$ cat config.mk
export PLATFORM = sky130hd
export DESIGN_NAME = cfu_top
export DESIGN_NICKNAME = d
export VERILOG_FILES = /design/src/hw/cfu_pkg.sv /design/src/hw/cfu_top.sv /design/src/hw/result_unit.sv /design/src/hw/cmd_decoder.sv /design/src/hw/requantizer.sv /design/src/hw/mac_lane.sv
export SDC_FILE = /design/constraint.sdc
export NUM_CORES = 2
export LEC_CHECK = 0
export ABC_AREA = 1
export BUFFER_PORTS_ARGS = -buffer_cell sky130_fd_sc_hd__buf_4
export CAP_MARGIN = 10
export CORE_ASPECT_RATIO = 1.4
export CORE_UTILIZATION = 70
export DETAILED_ROUTE_END_ITERATION = 10
export GPL_ROUTABILITY_DRIVEN = 0
export PLACE_DENSITY = 0.87
export SYNTH_ARGS = -nofsm -noshare
export SYNTH_HDL_FRONTEND = slang
export SYNTH_SLANG_ARGS = --single-unit
$ cat constraint.sdc
create_clock -name clk -period 29.3 [get_ports clk]
set_clock_uncertainty 0.1 [all_clocks]
set_input_delay 4.395 -clock clk [delete_from_list [all_inputs] [get_ports clk]]
set_output_delay 4.395 -clock clk [all_outputs]
set_load 0.01 [all_outputs]
$ cat src/hw/cfu_pkg.sv
// ********************
// CFU shared definitions
// Widths, function codes and the decoded operation type
// ********************
package cfu_pkg;

  typedef logic        [31:0] word_t;
  typedef logic        [9:0]  func_id_t;
  typedef logic signed [7:0]  lane_byte_t;
  typedef logic signed [8:0]  offset_t;
  typedef logic signed [17:0] product_t;
  typedef logic signed [7:0]  shift_t;

  // Bytes per 32-bit word
  localparam int NUM_LANES = 4;

  // Group codes (funct3)
  localparam logic [2:0] GRP_DOT   = 3'd0;
  localparam logic [2:0] GRP_QUANT = 3'd1;
  localparam logic [2:0] GRP_ACC   = 3'd2;

  // Dot product group (funct7)
  localparam logic [6:0] F7_SET_OFFSET = 7'd0;
  localparam logic [6:0] F7_DOT        = 7'd1;
  localparam logic [6:0] F7_TAIL_DOT   = 7'd2;

  // Requantization group (funct7)
  localparam logic [6:0] F7_SET_MULT  = 7'd0;
  localparam logic [6:0] F7_SET_SHIFT = 7'd1;
  localparam logic [6:0] F7_QUANT     = 7'd2;

  // Accumulator group (funct7)
  localparam logic [6:0] F7_ACC_CLEAR = 7'd0;
  localparam logic [6:0] F7_ACC_DOT   = 7'd1;
  localparam logic [6:0] F7_ACC_READ  = 7'd2;
  localparam logic [6:0] F7_ACC_QUANT = 7'd3;
  localparam logic [6:0] F7_ACC_BIAS  = 7'd4;

  typedef enum logic [3:0] {
    OP_ECHO, OP_SET_OFFSET, OP_DOT, OP_SET_MULT, OP_SET_SHIFT, OP_QUANT,
    OP_ACC_CLEAR, OP_ACC_DOT, OP_ACC_READ, OP_ACC_QUANT, OP_ACC_BIAS
  } op_t;

endpackage
$ cat src/hw/cfu_top.sv
// ********************
// CFU top level
// Decoder, four byte MAC lanes and the result unit
// behind a command/response handshake
// ********************
module cfu_top (
  input  logic              cmd_valid,
  output logic              cmd_ready,
  input  cfu_pkg::func_id_t cmd_function_id,
  input  cfu_pkg::word_t    cmd_inputs_0,
  input  cfu_pkg::word_t    cmd_inputs_1,
  output logic              rsp_valid,
  input  logic              rsp_ready,
  output cfu_pkg::word_t    rsp_outputs_0,
  input  logic              clk,
  input  logic              reset
);
  import cfu_pkg::*;

  logic                 accept;
  op_t                  op;
  lane_byte_t           lane_in [NUM_LANES];
  lane_byte_t           lane_filter [NUM_LANES];
  logic [NUM_LANES-1:0] lane_en;
  offset_t              offset;
  product_t             products [NUM_LANES];

  cmd_decoder u_cmd_decoder (
    .clk         (clk),
    .reset       (reset),
    .accept      (accept),
    .function_id (cmd_function_id),
    .inputs_0    (cmd_inputs_0),
    .inputs_1    (cmd_inputs_1),
    .op          (op),
    .lane_in     (lane_in),
    .lane_filter (lane_filter),
    .lane_en     (lane_en),
    .offset      (offset)
  );

  for (genvar i = 0; i < NUM_LANES; i++) begin : g_lane
    mac_lane u_mac_lane (
      .in_byte     (lane_in[i]),
      .filter_byte (lane_filter[i]),
      .offset      (offset),
      .enable      (lane_en[i]),
      .product     (products[i])
    );
  end

  result_unit u_result_unit (
    .clk       (clk),
    .reset     (reset),
    .op        (op),
    .products  (products),
    .operand   (cmd_inputs_0),
    .cmd_valid (cmd_valid),
    .rsp_ready (rsp_ready),
    .cmd_ready (cmd_ready),
    .accept    (accept),
    .rsp_valid (rsp_valid),
    .rsp_data  (rsp_outputs_0)
  );

endmodule

$ cat src/hw/result_unit.sv
// ********************
// CFU result unit
// Lane sum, accumulator, quantization registers
// and the response handshake
// ********************
module result_unit (
  input  logic                clk,
  input  logic                reset,
  input  cfu_pkg::op_t        op,
  input  cfu_pkg::product_t   products [cfu_pkg::NUM_LANES],
  input  cfu_pkg::word_t      operand,
  input  logic                cmd_valid,
  input  logic                rsp_ready,
  output logic                cmd_ready,
  output logic                accept,
  output logic                rsp_valid,
  output cfu_pkg::word_t      rsp_data
);
  import cfu_pkg::*;

  word_t  lane_sum;
  word_t  multiplier;
  shift_t shift;
  word_t  accumulator;
  word_t  quant_value;
  word_t  quant_result;
  word_t  next_data;
  logic   acc_write;

  // One command in flight at a time
  assign cmd_ready = ~rsp_valid;
  assign accept    = cmd_valid & cmd_ready;

  always_comb begin
    lane_sum = '0;
    for (int i = 0; i < NUM_LANES; i++) begin
      lane_sum = lane_sum
               + {{($bits(word_t) - $bits(product_t)){products[i][17]}}, products[i]};
    end
  end

  assign quant_value = (op == OP_ACC_QUANT) ? accumulator : operand;

  requantizer u_requantizer (
    .value      (quant_value),
    .multiplier (multiplier),
    .shift      (shift),
    .result     (quant_result)
  );

  always_comb begin
    acc_write = 1'b0;
    case (op)
      OP_DOT:       next_data = lane_sum;
      OP_QUANT:     next_data = quant_result;
      OP_ACC_CLEAR: begin
        next_data = '0;
        acc_write = 1'b1;
      end
      OP_ACC_DOT: begin
        next_data = accumulator + lane_sum;
        acc_write = 1'b1;
      end
      OP_ACC_READ:  next_data = accumulator;
      OP_ACC_QUANT: begin
        next_data = quant_result;
        acc_write = 1'b1;
      end
      OP_ACC_BIAS: begin
        next_data = accumulator + operand;
        acc_write = 1'b1;
      end
      // Set operations and unknown codes echo operand 0
      default:      next_data = operand;
    endcase
  end

  always_ff @(posedge clk or posedge reset) begin
    if (reset) begin
      rsp_valid   <= 1'b0;
      multiplier  <= '0;
      shift       <= '0;
      accumulator <= '0;
    end else if (accept) begin
      rsp_valid <= 1'b1;
      if (op == OP_SET_MULT) begin
        multiplier <= operand;
      end
      if (op == OP_SET_SHIFT) begin
        shift <= operand[7:0];
      end
      if (acc_write) begin
        accumulator <= next_data;
      end
    end else if (rsp_valid && rsp_ready) begin
      rsp_valid <= 1'b0;
    end
  end

  always_ff @(posedge clk) begin
    if (accept) begin
      rsp_data <= next_data;
    end
  end

endmodule

$ cat src/hw/cmd_decoder.sv
// ********************
// CFU command decoder
// Maps function IDs to operations, splits operands into
// byte lanes and holds the input offset
// ********************
module cmd_decoder (
  input  logic                 clk,
  input  logic                 reset,
  input  logic                 accept,
  input  cfu_pkg::func_id_t    function_id,
  input  cfu_pkg::word_t       inputs_0,
  input  cfu_pkg::word_t       inputs_1,
  output cfu_pkg::op_t         op,
  output cfu_pkg::lane_byte_t  lane_in [cfu_pkg::NUM_LANES],
  output cfu_pkg::lane_byte_t  lane_filter [cfu_pkg::NUM_LANES],
  output logic [cfu_pkg::NUM_LANES-1:0] lane_en,
  output cfu_pkg::offset_t     offset
);
  import cfu_pkg::*;

  logic [2:0] funct3;
  logic [6:0] funct7;
  logic       tail_dot;

  assign funct3 = function_id[2:0];
  assign funct7 = function_id[9:3];

  always_comb begin
    op       = OP_ECHO;
    tail_dot = 1'b0;
    case (funct3)
      GRP_DOT: begin
        case (funct7)
          F7_SET_OFFSET: op = OP_SET_OFFSET;
          F7_DOT:        op = OP_DOT;
          F7_TAIL_DOT: begin
            op       = OP_DOT;
            tail_dot = 1'b1;
          end
          default:       op = OP_ECHO;
        endcase
      end
      GRP_QUANT: begin
        case (funct7)
          F7_SET_MULT:  op = OP_SET_MULT;
          F7_SET_SHIFT: op = OP_SET_SHIFT;
          F7_QUANT:     op = OP_QUANT;
          default:      op = OP_ECHO;
        endcase
      end
      GRP_ACC: begin
        case (funct7)
          F7_ACC_CLEAR: op = OP_ACC_CLEAR;
          F7_ACC_DOT:   op = OP_ACC_DOT;
          F7_ACC_READ:  op = OP_ACC_READ;
          F7_ACC_QUANT: op = OP_ACC_QUANT;
          F7_ACC_BIAS:  op = OP_ACC_BIAS;
          default:      op = OP_ECHO;
        endcase
      end
      default: op = OP_ECHO;
    endcase
  end

  always_comb begin
    lane_en = '0;
    for (int i = 0; i < NUM_LANES; i++) begin
      lane_in[i]     = inputs_0[8*i +: 8];
      lane_filter[i] = inputs_1[8*i +: 8];
    end
    if (op == OP_DOT && tail_dot) begin
      // Tail count sits in the top byte of the filter word
      for (int i = 0; i < NUM_LANES - 1; i++) begin
        lane_en[i] = (inputs_1[31:24] > 8'(i));
      end
    end else if (op == OP_DOT || op == OP_ACC_DOT) begin
      lane_en = '1;
    end
  end

  always_ff @(posedge clk or posedge reset) begin
    if (reset) begin
      offset <= '0;
    end else if (accept && op == OP_SET_OFFSET) begin
      offset <= {inputs_0[7], inputs_0[7:0]};
    end
  end

endmodule

$ cat src/hw/requantizer.sv
// ********************
// Fixed-point requantizer
// Rounding multiply by a Q31 multiplier, then shift
// ********************
module requantizer (
  input  cfu_pkg::word_t  value,
  input  cfu_pkg::word_t  multiplier,
  input  cfu_pkg::shift_t shift,
  output cfu_pkg::word_t  result
);
  import cfu_pkg::*;

  logic signed [63:0] full_product;
  logic signed [63:0] rounded;
  logic signed [63:0] shifted;
  logic signed [8:0]  total_shift;
  logic        [8:0]  left_amount;

  assign full_product = $signed(value) * $signed(multiplier);

  // Range of 31 - shift needs a ninth bit
  assign total_shift = 9'sd31 - shift;
  assign left_amount = 9'(-total_shift);

  always_comb begin
    rounded = full_product;
    if (total_shift > 0) begin
      // Add half a step before the arithmetic shift
      rounded = full_product + (64'sd1 <<< (total_shift - 9'sd1));
      shifted = rounded >>> total_shift;
    end else begin
      shifted = full_product <<< left_amount;
    end
  end

  assign result = shifted[31:0];

endmodule

$ cat src/hw/mac_lane.sv
// ********************
// Single byte MAC lane
// Adds the input offset, multiplies by the filter byte
// ********************
module mac_lane (
  input  cfu_pkg::lane_byte_t in_byte,
  input  cfu_pkg::lane_byte_t filter_byte,
  input  cfu_pkg::offset_t    offset,
  input  logic                enable,
  output cfu_pkg::product_t   product
);
  import cfu_pkg::*;

  offset_t  in_ext;
  offset_t  filter_ext;
  product_t raw_product;

  // Offset sum fits in 9 bits for byte inputs
  assign in_ext     = offset_t'({in_byte[7], in_byte}) + offset;
  assign filter_ext = offset_t'({filter_byte[7], filter_byte});

  assign raw_product = in_ext * filter_ext;

  // Disabled lanes contribute nothing to the sum
  assign product = enable ? raw_product : '0;

endmodule

==> impl_metrics.env <==
export IMPL_timing_final_max_slew_violations=0
export IMPL_dp_hpwl_um=197000
export IMPL_number_of_levels_in_the_clock_h_tree=4
export IMPL_post_synthesis_xor_xnor_area_fraction_pct=2.11
export IMPL_vias_in_the_first_global_route=69566
export IMPL_per_cell_routed_wire_length_um=24.2
export IMPL_number_of_rows_created_at_floorplan=134
export IMPL_die_w_um=265
export IMPL_floorplan_die_height_um=370
export IMPL_antenna_violating_nets_post_route=0
export IMPL_drt_drc_violations_left=17
export IMPL_tritoncts="built"
export IMPL_setup_tns_ps=0
export IMPL_final_hold_viol_count=0
export IMPL_max_slew_margin_pct=14.3
export IMPL_yosys_area_share_simple_pct=24.3
export IMPL_clock_sink_count=113
export IMPL_total_routing_usage_gr_pct=52.8
export IMPL_critPathArrivalTime_ps=20720
export IMPL_clk_latency_ps=440
export IMPL_cap_violations=0
export IMPL_core_area_um2=95600
export IMPL_grt_setup_unrepaired="false"
export IMPL_crit_path_top_delay_cell="sky130_fd_sc_hd__clkinv_1"
export IMPL_cp_endpoint="u_result_unit.rsp_data[10]"
export IMPL_timing_setup_critical_path_class="in -> reg"
export IMPL_synthDominantCellAreaShare_pct=40.0
export IMPL_initial_utilization_pct=70.9
export IMPL_antenna_found_initial=16
export IMPL_buffer_levels_on_the_longest_clock_path=2
export IMPL_ioPinCount=112
export IMPL_setup_viol=0
export IMPL_synth_adder_area_share_pct=48.7
export IMPL_timing_rr_start="u_result_unit.accumulator[16]"
export IMPL_crit_path_end_kind="register"
export IMPL_power_density_nw_per_um2=27.5
export IMPL_post_synth_num_cell_types=59
export IMPL_ys_seq_elements=113
export IMPL_synth_fp_nets=11220
export IMPL_maximum_number_of_pins_on_one_net_before_global_route_repair=121
export IMPL_post_layout_total_power_mw=1.93
export IMPL_critical_path_source="cmd_function_id[8]"
export IMPL_synth_ff_type="sky130_fd_sc_hd__dfrtp_1"
export IMPL_wl_um=252000
export IMPL_clkSlewWorstSetupHoldPaths_ps=60
export IMPL_first_iter_violations=10768
export IMPL_share_of_the_synthesized_area_in_compound_gates_ao_oa_aoi_oai_pct=7.50
export IMPL_num_nets_final=11088
export IMPL_synth_top_cells_by_count="sky130_fd_sc_hd__nand2_1 (1963), sky130_fd_sc_hd__inv_1 (1911), sky130_fd_sc_hd__fa_1 (1354), sky130_fd_sc_hd__nor2_1 (1025), sky130_fd_sc_hd__nand3_1 (840)"
export IMPL_number_of_resized_instances_in_the_post_cts_repair_step=0
export IMPL_status="complete, but fails checks"
export IMPL_grt_first_pass_wirelength_um=387000
export IMPL_dp_slack_ps=9270
export IMPL_cts_setup_buffers=0
export IMPL_cp_data_required_time_ps=29390
export IMPL_io_buffers=111
export IMPL_die_area_um2=98100
export IMPL_violations_in_the_final_reports="design-rule violations"
export IMPL_critPathLaunchType="primary input"
export IMPL_route_vias_total=67919
export IMPL_seq_area_frac_synth_pct=4.41
export IMPL_cts_buffers_inserted=17
export IMPL_synth_top_cells_by_area="sky130_fd_sc_hd__fa_1 (40%), sky130_fd_sc_hd__nand2_1 (11%), sky130_fd_sc_hd__inv_1 (11%)"
export IMPL_number_of_synthesized_flops_with_an_enable_pin=32
export IMPL_layout_drive_gt1_share_pct=3.82
export IMPL_synth_most_common_cell="sky130_fd_sc_hd__nand2_1"
export IMPL_reg2reg_to="u_result_unit.rsp_data[10]"
export IMPL_critPathMostFrequentCell="sky130_fd_sc_hd__nand2_1"
export IMPL_syn_to_final_growth_pct=3.64
export IMPL_worst_r2r_path_depth=53
export IMPL_grt_remaining_overflow=0
export IMPL_vias_per_cell=6.51
export IMPL_tightest_slew_ps=1250
export IMPL_netlist_instances=9316
export IMPL_post_synth_instance_area_um2=67800
export IMPL_min_path_type="reg -> reg"
export IMPL_ir_drop_mv=0.0543
export IMPL_synth_warnings=0
export IMPL_cp_slowest_stage_delay_ps=1020
export IMPL_power_leakage_nw=36.6
export IMPL_post_synth_mux_area_share_pct=0.0295
export IMPL_slack_of_the_critical_path_ps=8670
export IMPL_final_fill_count=7076
export IMPL_postSynthAreaPerCell_um2=7.27
export IMPL_synth_async_reset_ratio_pct=71.7
export IMPL_root_buffer="sky130_fd_sc_hd__clkbuf_16"
export IMPL_hold_worst_slack_ps=397
export IMPL_path_max_fanout=120
export IMPL_regToRegSetupSlack_ps=14380
export IMPL_max_clock_freq_ghz=0.0485
export IMPL_post_route_period_util_pct=70.4
export IMPL_synth_top_family_by_area="adder cells"
export IMPL_finalWorstPathRequiredPeriod_ps=20630
export IMPL_detail_route_first_pass_iterations=11
export IMPL_yosysTopAreaCell="sky130_fd_sc_hd__fa_1"
export IMPL_cts_hold_buffers_added=0
==> final cells by class <==
| class | count | area, µm² | share of cell area [%] |
|---|---|---|---|
| Antenna cell | 9 | 22.5 | 0.0321 |
| Multi-Input combinational cell | 6891 | 56100 | 79.9 |
| Timing Repair Buffer | 220 | 1670 | 2.37 |
| Inverter | 1941 | 7290 | 10.4 |
| Clock inverter | 14 | 180 | 0.257 |
| Clock buffer | 18 | 429 | 0.611 |
| Tap cell | 1224 | 1530 | 2.18 |
| Sequential cell | 113 | 2990 | 4.26 |
==> worst min path at each step <==
stage | start | to | cells after the start
after global placement | u_result_unit.multiplier[10] | u_result_unit.multiplier[10] | 2
after detailed placement | u_result_unit.multiplier[17] | u_result_unit.multiplier[17] | 2
after global routing | u_result_unit.multiplier[18] | u_result_unit.multiplier[18] | 2
final | u_result_unit.multiplier[17] | u_result_unit.multiplier[17] | 2
after floorplan | u_result_unit.multiplier[1] | u_result_unit.multiplier[1] | 2
after CTS | u_result_unit.multiplier[17] | u_result_unit.multiplier[17] | 2
==> report_power, final <==
group | internal (mW) | switching (mW)
Sequential | 0.169 | 0.00847
Combinational | 0.531 | 1.00
Clock | 0.135 | 0.0882
Total | 0.835 | 1.10
==> cells in the final DEF, fill, tap and decap left out, drive strengths merged, types with 4 or more instances in the layout <==
cell type  count
nand2       1967
inv         1924
fa          1354
nor2        1029
nand3        840
ha           472
a21oi        361
o21ai        334
buf          219
xor2         101
dfrtp         81
xnor2         61
or2           53
o21bai        44
nor3          42
edfxtp        32
a21boi        29
nand4         27
clkinv        26
o211ai        23
a31oi         23
a21o          20
clkbuf        19
a211oi        16
and2          13
o21a          12
diode          9
nand3b         9
o31ai          8
nor4           7
a22oi          6
o22ai          4
nor3b          4
o2111a         4
a2111oi        4
==> per-stage QoR <==
stage	instance area, µm²	utilization [%]	cells
5_1_grt	70200	73.5	10422
3_5_place_dp	69600	72.8	10386
6_report	70200	73.5	10430
4_1_cts	70200	73.4	10418
2_1_floorplan	67800	-	9316
3_3_place_gp	69500	72.8	10385
==> cells by family after synthesis <==
kind of cell,after synthesis
xor gates and xnor gates,162
DFF,113
muxes,2
adders and majority gates,1826
AOI/OAI and AO/OA,906
buffers and inverters,2312
and+or+nand+nor,3995
==> state kept, by name, indices dropped and copies added (netlist names) <==
| signal | flops |
|---|---|
| u_result_unit.accumulator | 32 |
| u_result_unit.multiplier | 32 |
| u_result_unit.rsp_data | 32 |
| u_cmd_decoder.offset | 8 |
| u_result_unit.shift | 8 |
| u_result_unit.rsp_valid | 1 |
==> critical path, delay by kind of cell <==
family                   cells  cell delay (ps)
buffers and inverters       11             2650
XOR/XNOR                     1              550
AO/OA/AOI/OAI               11             2710
adder cells (fa/ha/maj)     10             4640
AND/OR/NAND/NOR             32             5580
==> metal layers <==
metal | wire, µm | GRT usage (%) | share of wire (%)
met4 | 33100 | 51.0 | 13
met1 | 71400 | 54.5 | 28
met5 | 409 | 1.92 | 0.16
met3 | 41000 | 25.1 | 16
met2 | 106000 | 78.1 | 42
No activity file was read; power rests on OpenSTA's default activity.
